--- src/cpuConfig_macros.svh ---
`ifndef CPU_CONFIG_MACROS_SVH
`define CPU_CONFIG_MACROS_SVH

// Datapath and bus address width
`define CPU_DATA_WIDTH 32

// Register file geometry
`define CPU_REG_COUNT 32
`define CPU_REG_ADDR_WIDTH 5

// First instruction fetched after reset
`define CPU_RESET_VECTOR 32'hBFC00000

// A fetch from here stops the core
`define CPU_HALT_ADDRESS 32'h00000000

`endif
--- src/mipsPkg.sv ---
`include "cpuConfig_macros.svh"

package mipsPkg;

    typedef logic [`CPU_DATA_WIDTH-1:0] wordT;
    typedef logic [`CPU_REG_ADDR_WIDTH-1:0] regAddrT;

    typedef enum logic [2:0] {
        fetch,
        decode,
        execute,
        memory,
        writeBack,
        halted
    } cpuStateT;

    // Primary opcodes, unknown values decode as no-ops
    typedef enum logic [5:0] {
        opSpecial = 6'd0,
        opJump    = 6'd2,
        opBeq     = 6'd4,
        opBne     = 6'd5,
        opAddiu   = 6'd9,
        opSlti    = 6'd10,
        opSltiu   = 6'd11,
        opAndi    = 6'd12,
        opOri     = 6'd13,
        opXori    = 6'd14,
        opLui     = 6'd15,
        opLw      = 6'd35,
        opSw      = 6'd43
    } opcodeT;

    typedef enum logic [5:0] {
        fnSll  = 6'd0,
        fnSrl  = 6'd2,
        fnSra  = 6'd3,
        fnSllv = 6'd4,
        fnSrlv = 6'd6,
        fnSrav = 6'd7,
        fnJr   = 6'd8,
        fnAddu = 6'd33,
        fnSubu = 6'd35,
        fnAnd  = 6'd36,
        fnOr   = 6'd37,
        fnXor  = 6'd38,
        fnSlt  = 6'd42,
        fnSltu = 6'd43
    } functT;

    typedef enum logic [3:0] {
        aluAdd,
        aluSub,
        aluAnd,
        aluOr,
        aluXor,
        aluSlt,
        aluSltu,
        aluSll,
        aluSrl,
        aluSra,
        aluLui
    } aluOpT;

    // Low half of the word, R-type fields or the 16-bit immediate
    typedef struct packed {
        regAddrT rd;
        logic [4:0] shamt;
        functT funct;
    } rTypeFieldsT;

    typedef union packed {
        rTypeFieldsT r;
        logic [15:0] immediate;
    } lowFieldsT;

    typedef struct packed {
        regAddrT rs;
        regAddrT rt;
        lowFieldsT low;
    } regFieldsT;

    // J-type target overlays everything below the opcode
    typedef union packed {
        regFieldsT f;
        logic [25:0] target;
    } operandFieldsT;

    typedef struct packed {
        opcodeT opcode;
        operandFieldsT body;
    } decodedInstrT;

endpackage

--- src/regPortIf.sv ---
`timescale 1ns/1ps

interface regPortIf;
    import mipsPkg::*;

    // Two combinational read ports
    regAddrT rsAddr;
    regAddrT rtAddr;
    wordT rsData;
    wordT rtData;

    // One write port, taken at the clock edge
    logic writeEnable;
    regAddrT writeAddr;
    wordT writeData;

    modport core (
        output rsAddr, rtAddr, writeEnable, writeAddr, writeData,
        input rsData, rtData
    );

    modport storage (
        input rsAddr, rtAddr, writeEnable, writeAddr, writeData,
        output rsData, rtData
    );

endinterface

--- src/mipsCpuBus.sv ---
`timescale 1ns/1ps
`include "cpuConfig_macros.svh"

module mipsCpuBus (
    input logic clk,
    input logic reset,
    output logic active,
    output logic [`CPU_DATA_WIDTH-1:0] registerV0,
    output logic [`CPU_DATA_WIDTH-1:0] address,
    output logic write,
    output logic read,
    input logic waitrequest,
    output logic [`CPU_DATA_WIDTH-1:0] writedata,
    output logic [3:0] byteenable,
    input logic [`CPU_DATA_WIDTH-1:0] readdata
);
    import mipsPkg::*;

    aluOpT aluOp;
    wordT operandA;
    wordT operandB;
    logic [4:0] shamt;
    wordT aluResult;

    regPortIf regs ();

    controlUnit core (
        .clk(clk),
        .reset(reset),
        .regs(regs.core),
        .aluOp(aluOp),
        .operandA(operandA),
        .operandB(operandB),
        .shamt(shamt),
        .aluResult(aluResult),
        .address(address),
        .read(read),
        .write(write),
        .waitrequest(waitrequest),
        .writedata(writedata),
        .byteenable(byteenable),
        .readdata(readdata),
        .active(active),
        .registerV0(registerV0)
    );

    registerFile registers (
        .clk(clk),
        .reset(reset),
        .port(regs.storage)
    );

    alu arith (
        .aluOp(aluOp),
        .operandA(operandA),
        .operandB(operandB),
        .shamt(shamt),
        .result(aluResult)
    );

endmodule

--- src/controlUnit.sv ---
`timescale 1ns/1ps
`include "cpuConfig_macros.svh"

module controlUnit (
    input logic clk,
    input logic reset,
    regPortIf.core regs,
    output mipsPkg::aluOpT aluOp,
    output mipsPkg::wordT operandA,
    output mipsPkg::wordT operandB,
    output logic [4:0] shamt,
    input mipsPkg::wordT aluResult,
    output mipsPkg::wordT address,
    output logic read,
    output logic write,
    input logic waitrequest,
    output mipsPkg::wordT writedata,
    output logic [3:0] byteenable,
    input mipsPkg::wordT readdata,
    output logic active,
    output mipsPkg::wordT registerV0
);
    import mipsPkg::*;

    localparam regAddrT V0_INDEX = 5'd2;

    cpuStateT state;
    decodedInstrT ir;
    wordT pc;
    wordT pendingTarget;
    logic pendingValid;
    wordT regA;
    wordT regB;
    wordT resultReg;

    regAddrT rsField;
    regAddrT rtField;
    regAddrT rdField;
    logic [4:0] shamtField;
    functT functField;
    logic [15:0] immField;
    logic [25:0] targetField;

    logic isRType;
    logic isJr;
    logic isLoad;
    logic isStore;
    logic isBranch;
    logic isJump;
    logic isFixedShift;
    logic isVariableShift;
    logic zeroExtImm;
    logic rKnown;
    logic iKnown;
    aluOpT rAluOp;
    aluOpT iAluOp;
    wordT immExtended;
    wordT pcPlus4;
    wordT branchTarget;
    logic branchTaken;
    logic redirect;
    wordT redirectTarget;
    logic startFetch;
    wordT fetchPc;

    // Memory holds little-endian bytes, the core works on big-endian words
    function automatic wordT swapBytes(input wordT value);
        return {value[7:0], value[15:8], value[23:16], value[31:24]};
    endfunction

    assign rsField = ir.body.f.rs;
    assign rtField = ir.body.f.rt;
    assign rdField = ir.body.f.low.r.rd;
    assign shamtField = ir.body.f.low.r.shamt;
    assign functField = ir.body.f.low.r.funct;
    assign immField = ir.body.f.low.immediate;
    assign targetField = ir.body.target;

    assign isRType = (ir.opcode == opSpecial);
    assign isJr = isRType && (functField == fnJr);
    assign isLoad = (ir.opcode == opLw);
    assign isStore = (ir.opcode == opSw);
    assign isBranch = (ir.opcode == opBeq) || (ir.opcode == opBne);
    assign isJump = (ir.opcode == opJump);
    assign isFixedShift = isRType && (functField inside {fnSll, fnSrl, fnSra});
    assign isVariableShift = isRType && (functField inside {fnSllv, fnSrlv, fnSrav});
    assign zeroExtImm = ir.opcode inside {opAndi, opOri, opXori};

    // R-type decode, JR and unknown codes are not ALU work
    always_comb begin
        rKnown = 1'b1;
        case (functField)
            fnAddu: rAluOp = aluAdd;
            fnSubu: rAluOp = aluSub;
            fnAnd: rAluOp = aluAnd;
            fnOr: rAluOp = aluOr;
            fnXor: rAluOp = aluXor;
            fnSlt: rAluOp = aluSlt;
            fnSltu: rAluOp = aluSltu;
            fnSll, fnSllv: rAluOp = aluSll;
            fnSrl, fnSrlv: rAluOp = aluSrl;
            fnSra, fnSrav: rAluOp = aluSra;
            default: begin
                rAluOp = aluAdd;
                rKnown = 1'b0;
            end
        endcase
    end

    // Immediate decode, loads and stores fall through to address add
    always_comb begin
        iKnown = 1'b1;
        case (ir.opcode)
            opAddiu: iAluOp = aluAdd;
            opSlti: iAluOp = aluSlt;
            opSltiu: iAluOp = aluSltu;
            opAndi: iAluOp = aluAnd;
            opOri: iAluOp = aluOr;
            opXori: iAluOp = aluXor;
            opLui: iAluOp = aluLui;
            default: begin
                iAluOp = aluAdd;
                iKnown = 1'b0;
            end
        endcase
    end

    assign immExtended = zeroExtImm ? {16'h0000, immField} : {{16{immField[15]}}, immField};

    assign aluOp = isRType ? rAluOp : iAluOp;
    assign operandA = isFixedShift ? '0 : regA;
    assign operandB = isRType ? regB : immExtended;
    assign shamt = isVariableShift ? '0 : shamtField;

    // Branch and jump targets, taken after the delay slot
    assign pcPlus4 = pc + 32'd4;
    assign branchTarget = pcPlus4 + {immExtended[29:0], 2'b00};
    assign branchTaken = isBranch && ((regA == regB) == (ir.opcode == opBeq));
    assign redirect = (state == execute) && (isJump || isJr || branchTaken);

    always_comb begin
        if (isJump) begin
            redirectTarget = {pcPlus4[31:28], targetField, 2'b00};
        end else if (isJr) begin
            redirectTarget = regA;
        end else begin
            redirectTarget = branchTarget;
        end
    end

    // End of an instruction, or the first fetch after reset
    always_comb begin
        case (state)
            fetch: startFetch = !read;
            execute: startFetch = !(rKnown && isRType || iKnown || isLoad || isStore);
            memory: startFetch = isStore && !waitrequest;
            writeBack: startFetch = 1'b1;
            default: startFetch = 1'b0;
        endcase
    end

    assign fetchPc = (state == fetch) ? pc : (pendingValid ? pendingTarget : pcPlus4);

    assign regs.rsAddr = (state == halted) ? V0_INDEX : rsField;
    assign regs.rtAddr = rtField;
    assign regs.writeEnable = (state == writeBack);
    assign regs.writeAddr = isRType ? rdField : rtField;
    assign regs.writeData = resultReg;

    assign byteenable = 4'b1111;

    always_ff @(posedge clk) begin
        if (reset) begin
            state <= fetch;
            pc <= `CPU_RESET_VECTOR;
            pendingValid <= 1'b0;
            read <= 1'b0;
            write <= 1'b0;
            active <= 1'b1;
            registerV0 <= '0;
        end else begin
            case (state)
                fetch: begin
                    if (read && !waitrequest) begin
                        read <= 1'b0;
                        state <= decode;
                    end
                end
                decode: begin
                    state <= execute;
                end
                execute: begin
                    if (isRType && rKnown || iKnown) begin
                        state <= writeBack;
                    end else if (isLoad || isStore) begin
                        read <= isLoad;
                        write <= isStore;
                        state <= memory;
                    end
                end
                memory: begin
                    if (!waitrequest) begin
                        read <= 1'b0;
                        write <= 1'b0;
                        if (isLoad) begin
                            state <= writeBack;
                        end
                    end
                end
                halted: begin
                    active <= 1'b0;
                    registerV0 <= regs.rsData;
                end
                default: begin
                    // WriteBack leaves through the fetch launch below
                end
            endcase

            if (startFetch) begin
                pc <= fetchPc;
                pendingValid <= redirect;
                if (fetchPc == `CPU_HALT_ADDRESS) begin
                    state <= halted;
                end else begin
                    state <= fetch;
                    read <= 1'b1;
                end
            end
        end
    end

    // Instruction, operand and bus payload registers
    always_ff @(posedge clk) begin
        if (state == fetch && read && !waitrequest) begin
            ir <= decodedInstrT'(swapBytes(readdata));
        end
        if (state == decode) begin
            regA <= regs.rsData;
            regB <= regs.rtData;
        end
        if (state == execute) begin
            resultReg <= aluResult;
            address <= aluResult;
            writedata <= swapBytes(regB);
        end
        if (state == memory && isLoad && !waitrequest) begin
            resultReg <= swapBytes(readdata);
        end
        if (startFetch) begin
            address <= fetchPc;
            pendingTarget <= redirectTarget;
        end
    end

    readWriteExclusive: assert property (
        @(posedge clk) disable iff (reset)
        !(read && write)
    );

    // Avalon hold rule while the slave stalls
    addressStableInStall: assert property (
        @(posedge clk) disable iff (reset)
        (read || write) && waitrequest |=> $stable(address) && (read || write)
    );

endmodule

--- src/alu.sv ---
`timescale 1ns/1ps

module alu (
    input mipsPkg::aluOpT aluOp,
    input mipsPkg::wordT operandA,
    input mipsPkg::wordT operandB,
    input logic [4:0] shamt,
    output mipsPkg::wordT result
);
    import mipsPkg::*;

    logic [4:0] shiftAmount;
    logic signedLess;
    logic unsignedLess;

    // Control unit zeroes whichever amount source is unused
    assign shiftAmount = shamt | operandA[4:0];

    assign signedLess = $signed(operandA) < $signed(operandB);
    assign unsignedLess = operandA < operandB;

    always_comb begin
        case (aluOp)
            aluAdd: begin
                result = operandA + operandB;
            end
            aluSub: begin
                result = operandA - operandB;
            end
            aluAnd: begin
                result = operandA & operandB;
            end
            aluOr: begin
                result = operandA | operandB;
            end
            aluXor: begin
                result = operandA ^ operandB;
            end
            aluSlt: begin
                result = wordT'(signedLess);
            end
            aluSltu: begin
                result = wordT'(unsignedLess);
            end
            // Shifts act on the rt operand
            aluSll: begin
                result = operandB << shiftAmount;
            end
            aluSrl: begin
                result = operandB >> shiftAmount;
            end
            aluSra: begin
                result = wordT'($signed(operandB) >>> shiftAmount);
            end
            aluLui: begin
                result = {operandB[15:0], 16'h0000};
            end
            default: begin
                result = '0;
            end
        endcase
    end

endmodule

--- src/registerFile.sv ---
`timescale 1ns/1ps
`include "cpuConfig_macros.svh"

module registerFile (
    input logic clk,
    input logic reset,
    regPortIf.storage port
);
    import mipsPkg::*;

    wordT regs [`CPU_REG_COUNT];

    always_ff @(posedge clk) begin
        if (reset) begin
            for (int i = 0; i < `CPU_REG_COUNT; i++) begin
                regs[i] <= '0;
            end
        end else if (port.writeEnable && port.writeAddr != '0) begin
            // Register zero never takes a write
            regs[port.writeAddr] <= port.writeData;
        end
    end

    assign port.rsData = (port.rsAddr == '0) ? '0 : regs[port.rsAddr];
    assign port.rtData = (port.rtAddr == '0) ? '0 : regs[port.rtAddr];

    // Control unit must present a clean destination on every write
    writeAddrKnown: assert property (
        @(posedge clk) disable iff (reset)
        port.writeEnable |-> !$isunknown(port.writeAddr)
    );

endmodule

--- config.mk ---
export PLATFORM = sky130hd
export DESIGN_NAME = mipsCpuBus
export DESIGN_NICKNAME = d
export VERILOG_FILES = /design/src/mipsPkg.sv /design/src/regPortIf.sv /design/src/mipsCpuBus.sv /design/src/controlUnit.sv /design/src/alu.sv /design/src/registerFile.sv
export VERILOG_INCLUDE_DIRS = /design/src /design/src/src
export SDC_FILE = /design/constraint.sdc
export NUM_CORES = 2
export LEC_CHECK = 0
export BUFFER_PORTS_ARGS = -buffer_cell sky130_fd_sc_hd__buf_2
export CAP_MARGIN = 20
export CORE_ASPECT_RATIO = 1.4
export CORE_MARGIN = 2
export CORE_UTILIZATION = 35
export CTS_CLUSTER_DIAMETER = 60
export CTS_CLUSTER_SIZE = 14
export DETAILED_ROUTE_END_ITERATION = 10
export HOLD_SLACK_MARGIN = 0.08
export SLEW_MARGIN = 20
export SYNTH_ARGS = -nofsm -noshare
export SYNTH_HDL_FRONTEND = slang
export SYNTH_HIERARCHICAL = 1
export SYNTH_SLANG_ARGS = --single-unit
--- constraint.sdc ---
create_clock -name clk -period 5.3 [get_ports clk]
set_input_delay 0.265 -clock clk [delete_from_list [all_inputs] [get_ports clk]]
set_output_delay 0.265 -clock clk [all_outputs]
set_load 0.1 [all_outputs]
==> Word level (Yosys, flattened, before mapping) <==
Memories as Yosys holds them, arrays and structs flattened. A register that Yosys moved wholly into a read port is not among the register bits.
Cells that the tools add are included.
{ "word_totals": {"register_bits": 263, "ram_bits": 1024, "inputBits": 35, "out_inout_bits": 103, "wordCells": 172, "memories": 1} }
{ "op_classes": {"add_sub_neg": 4, "order_cmp": 2, "eq_ne": 49, "shifts": 3, "n_mux": 48, "bitwise": 4, "reduce_logical": 46} }
{ "mem_list": {"columns": ["memory", "words", "word_bits", "read_ports", "rd_clocked_by_memory_dff", "wr", "line", "text"], "rows": [
  ["registers.regs", 32, 32, 2, 1, 32, "registerFile.sv:11", "wordT regs [`CPU_REG_COUNT];"]
]} }
{ "ops": {"columns": ["operator", "count"], "rows": [
  ["$mux 32", 12],
  ["$pmux 32 s11", 1],
  ["$add 32x32->32", 2],
  ["$lt 32x32->1", 2],
  ["$eq 6x6->1 const B", 9],
  ["$eq 6x4->1 const B", 8],
  ["$pmux 4 s9", 1],
  ["$add 32x3->32 const B", 1],
  ["$and 32x32->32", 1],
  ["$eq 32x32->1", 1],
  ["$logic_not 32->1", 1],
  ["$or 32x32->32", 1],
  ["$reduce_or 32->1", 1],
  ["$shl 32x5->32", 1],
  ["$shr 32x5->32", 1],
  ["$sshr 32x5->32", 1],
  ["$sub 32x32->32", 1],
  ["$xor 32x32->32", 1],
  ["$eq 6x3->1 const B", 5],
  ["$pmux 4 s6", 1],
  ["$mux 3", 7],
  ["$mux 5", 4],
  ["$eq 6x2->1 const B", 3],
  ["$mux 1", 17],
  ["other kinds (34)", 73]
]} }

==> Logic depth before layout (Yosys ltp) <==
{ "depth": {"depth_word": 11, "ltp_mapped": 21, "ltp_nobuf": 19} }

==> By module <==
The synthesis kept the hierarchy.
{ "modules_own_cells": {"columns": ["mod", "instances", "cells_each", "area_each_um2", "seq_area_each_um2"], "rows": [
  ["registerFile", 1, 3502, 54254.5, 30749.5],
  ["controlUnit", 1, 1452, 15253.4, 8147.8],
  ["alu", 1, 1362, 9188.8, 0.0]
]} }

==> Least setup slack after synthesis <==
OpenSTA, ideal clock, no wires.
{ "synth_path": {"path_type": "reg2reg", "from": "reg core/ir[26] in the netlist's numbering", "to": "reg core.resultReg[27] (netlist: core/regs.writeData[27]), data pin", "setup_time_ns": 0.260, "arrival_time_ns": 4.854, "required_time_ns": 5.040, "setup_slack_ns": 0.186, "path_stages_with_launch": 19, "n_path_buf": 2, "synth_period_minus_slack_ns": 5.114, "cell_sequence": "edfxtp_1 or3_1 nor4_1 clkbuf_1 clkbuf_1 nand2_1 o21ai_0 inv_1 ha_1 inv_2 or4_4 nand4_2 a41oi_4 o31ai_4 a31oi_1 a221o_1 o21ai_0 o2111ai_1 mux2_2"} }
{ "synth_between": {"word_cells_on_any_way": 42, "cone_classes": "add/sub: 2; eq/ne: 17; shift: 3; mux: 9; bitwise: 4; reduce/logical: 7"} }
{ "synth_rtl": {"columns": ["item", "line", "text"], "rows": [
  ["from (decl)", "controlUnit.sv:28", "decodedInstrT ir;"],
  ["from (signal assigned)", "controlUnit.sv:235", "ir <= decodedInstrT'(swapBytes(readdata));"],
  ["$logic_not 6->1 (*)", "controlUnit.sv:79", "assign isRType = (ir.opcode == opSpecial);"],
  ["$mux 32 (*)", "controlUnit.sv:132", "assign operandB = isRType ? regB : immExtended;"],
  ["named net operandB[5]", "mipsCpuBus.sv:21", "wordT operandB;"],
  ["$sub 32x32->32 (tied with other cells)", "alu.sv:28", "result = operandA - operandB;"],
  ["$pmux 32 s11 (*)", "alu.sv:23", "case (aluOp)"],
  ["named net aluResult[27]", "mipsCpuBus.sv:23", "wordT aluResult;"],
  ["$mux 32 (*)", "controlUnit.sv:241", "if (state == execute) begin"],
  ["$mux 32 (*)", "controlUnit.sv:246", "if (state == memory && isLoad && !waitrequest) begin"],
  ["to (signal assigned)", "controlUnit.sv:242", "resultReg <= aluResult;"],
  ["to (signal assigned)", "controlUnit.sv:247", "resultReg <= swapBytes(readdata);"],
  ["to (decl)", "controlUnit.sv:34", "wordT resultReg;"]
]} }
Mark *: on every way through the listed nets, which the timed path passes. The rest lies on a longest branch. The select of a mux whose other input is x is not followed.
A chain may end at the register's enable or synchronous reset.

==> Worst setup path in the final report <==
{ "layout_path": {"from": "reg core/ir[28] in the netlist's numbering", "to": "reg core.resultReg[27] (netlist: core/regs.writeData[27]), data pin"} }
The elaborated chain is that of the path after synthesis.

==> results.ini <==
[sta]
slew_headroom_pct=21.9
rsz0062_at_grt=true
hold_ws_ns=0.245
drv_slew=0
fin_skew_ns=0.0748
setup_violations=0
min_period_over_period_pct=98.8
hold_viol=0
worst_pin_slew_ns=1.17
fmax_mhz=191
fin_crit_ns=5.24

[worst_setup_path]
critPathMaxStageDelay_ns=0.51
cp_max_fo=10
cp.arrival_ns=5.79
cp-end-kind=flop
critPathTopFamily=compound AO/OA/AOI/OAI gates
crit_chain=or3_4, nor4_4, buf_4, buf_12, buf_4, mux2_1, inv_1, ha_1, or4_4, a211oi_2, a21boi_4, a211oi_1, a21o_2, o21ai_4, buf_4, o22ai_1, o21ai_1, o2111ai_1, buf_4, mux2_2
crit_required_ns=5.85
path_class=flop to flop
cp.depth=20
r2r_cells=20
worst_path_most_repeated_cell=buf_4
worst_setup_path_start_kind=flop
path_buf_inv=6
slowest_stage=or4_4

[floorplanning]
fp.dieH_um=565
start_util_pct=35.1
die_w_um=405
fp-row-count=206
coreArea_mm2=0.224
pin_count=138
die_area_mm2=0.229

[logic_synthesis]
synth-seq-cells=1319
synth_fa_ha_area_share_pct=2.11
ys_top_cells_by_area=edfxtp_1, mux4_2, and2_1
synth_edf_count=1248
synth_top_cell_area_share_pct=47.6
synthXorXnorAreaFrac_pct=1.00
synth_compound_area_share_pct=10.1
synth_area_mm2=0.0787
avgSynthCellArea_um2=12.5
yosys.area_share.simple_pct=14.7
ys_warn_count=6
yosysTopAreaCell=edfxtp_1
synthMuxAreaShare_pct=18.6
synth_cells=6316
synth_top_family_by_area=multiplexers
synth-async-reset-ratio_pct=0
ys_seq_area_share_pct=49.4
synth-main-ff-cell=edfxtp_1
ys_types=107

[power]
power_frac_comb_pct=44.9
seqPwrFrac_pct=35.4
peakVddDrop_mv=0.581
p_leak_nw=34.0
internal_power_w=0.0235
p_sw_share_pct=41.8
power.density_mw_per_mm2=443
p_sw_w=0.0169
p_clk_share_pct=19.7
power_w=0.0403

[place]
io_buffer_count=133
dp_hpwl_um=243000
place_congestion=1.03

[grt]
grt_pass1_vias=59700
grt_max_degree=99
grt_first_pass_wirelength_um=464000
track_usage_pct=28.8
grt-ovfl-total=0
antenna_found_initial=24

[clock_tree]
clk_pin_slew_worst_paths_ns=0.08
cts_tree=yes
clock_latency_ns=0.80
root_buffer=clkbuf_16
cts.sinks=1319
cts_buffers=110
h-tree-depth=3
clockBufferDepth=3

[layout]
drive_gt1_share_pct=26.2
n_fill_cell=20900
final_core_util_pct=40.6
area_growth_pct=15.7
nets=6947

[routing]
dr.first_iter.drc_count=6444
routedWlPerCell_um=34.5
ant_nets=0
drt-total-wl_um=337000
vias_per_cell=6.14
drc=0
drtPass1Iterations=6
num_vias=59900

[outcome]
status=finished clean

[min_path]
hp-class=input port to flop
min_path_cells=2

[run]
maxCapViolations=0

==> metrics by stage <==
stage               worst slack [ns]  TNS [ns]  area, um2  instances
floorplan                      0.186         0      78800       6350
global placement              -0.410     -2.99      86900       9530
detailed placement            -0.376     -3.15      87000       9533
CTS                          -0.0506   -0.0506      90600       9722
global route                 -0.0247   -0.0772      91100       9740
finish                        0.0636         0      91100       9753
==> synth_stat cells (all sizes together), types with 36 or more instances <==
| library cell | count |
|---|---|
| and2 | 1052 |
| xnor2 | 36 |
| nor2 | 282 |
| o211ai | 48 |
| mux4 | 504 |
| edfxtp | 1248 |
| o22ai | 131 |
| clkbuf | 411 |
| a211oi | 41 |
| nand2 | 293 |
| buf | 193 |
| a21oi | 227 |
| xor2 | 54 |
| a21o | 74 |
| nor2b | 40 |
| dfxtp | 71 |
| a22o | 59 |
| a2111oi | 66 |
| nor3 | 118 |
| nand3 | 60 |
| or2 | 47 |
| o21ai | 202 |
| a22oi | 51 |
| mux2i | 225 |
| mux2 | 91 |
| inv | 114 |
| ha | 128 |
==> per-layer routing <==
layer | global-route usage, % | vias to the layer above | routed length, um
li1 | - | 24900 | -
met1 | 32.3 | 30600 | 117000
met2 | 49.2 | 3364 | 164000
met3 | 4.28 | 1012 | 24500
met4 | 22.8 | 14 | 31800
met5 | 0 | - | 92
==> registers in the layout, indices dropped and copies added (netlist names) <==
name	cells
core/ir	6
core/pendingValid	1
core/registerV0	32
core/read	1
core/pendingTarget	32
core/regs.writeData	32
core/address	32
core/pc	32
core/state	3
registers/regs	1024
core/write	1
core/writedata	32
core/active	1
core/targetField	26
core/regB	32
core/regA	32
==> layout make-up <==
class / count / area (um2) / share of cell area (%)
clock inverters: 24 / 372 / 0.408
inverters: 115 / 432 / 0.474
well taps: 2912 / 3640 / 4.00
multi-input cells: 4312 / 37400 / 41.1
flip-flops and latches: 1319 / 38900 / 42.7
repair buffers: 923 / 7400 / 8.13
diodes: 17 / 42.5 / 0.0467
clock buffers: 131 / 2850 / 3.13
==> cell families after synthesis <==
| family | count (synthesis) |
|---|---|
| buf+inv | 719 |
| xor+xnor | 90 |
| simple gates | 2084 |
| mux | 820 |
| flops | 1319 |
| compound gates | 1151 |
| other cells | 2 |
| fa+ha+maj | 131 |
==> what timing repair did <==
item                                    4_1_cts  5_1_grt
gates cloned                                  0        0
hold endpoints to repair                     75        0
pin swaps                                     2       19
endpoints found under the setup margin       37       51
hold buffers                                 34        0
gates resized for setup                      14       59
setup buffers                                 0        9
==> power groups by stage <==
stage	Combinational (W)	Clock, W	Sequential (W)
6_report	0.0181	0.00795	0.0143
5_1_grt	0.0188	0.00836	0.0143
4_1_cts	0.0175	0.00803	0.0142
3_5_place_dp	0.0174	0	0.0145
3_3_place_gp	0.0173	0	0.0144
2_1_floorplan	0.00884	0	0.0147
==> final timing paths <==
check	slack (ns)	end	startpoint
min	0.25	core/targetField[8]	readdata[16]
min reg2reg	0.44	core/active	core/active
max reg2reg	0.06	core/regs.writeData[27]	core/ir[28]
max	0.06	core/regs.writeData[27]	core/ir[28]
==> cell usage in the layout (no fill, tap or decap), types with 42 or more instances in the layout <==
| master | n |
|---|---|
| dfxtp_1 | 70 |
| nor3_1 | 106 |
| mux2_2 | 74 |
| mux4_2 | 504 |
| mux2i_1 | 221 |
| buf_2 | 132 |
| a22o_1 | 59 |
| o22ai_1 | 129 |
| nand2_1 | 293 |
| clkbuf_16 | 111 |
| a22oi_1 | 51 |
| ha_1 | 122 |
| buf_4 | 697 |
| and2_1 | 1047 |
| nor2_1 | 245 |
| buf_12 | 50 |
| or2_2 | 43 |
| edfxtp_1 | 1248 |
| a21o_1 | 73 |
| nand3_1 | 58 |
| a2111oi_1 | 42 |
| o211ai_1 | 48 |
| o21ai_0 | 175 |
| xor2_1 | 54 |
| inv_1 | 111 |
| a21oi_1 | 221 |
Note: power is estimated with default switching activity, not from simulation.
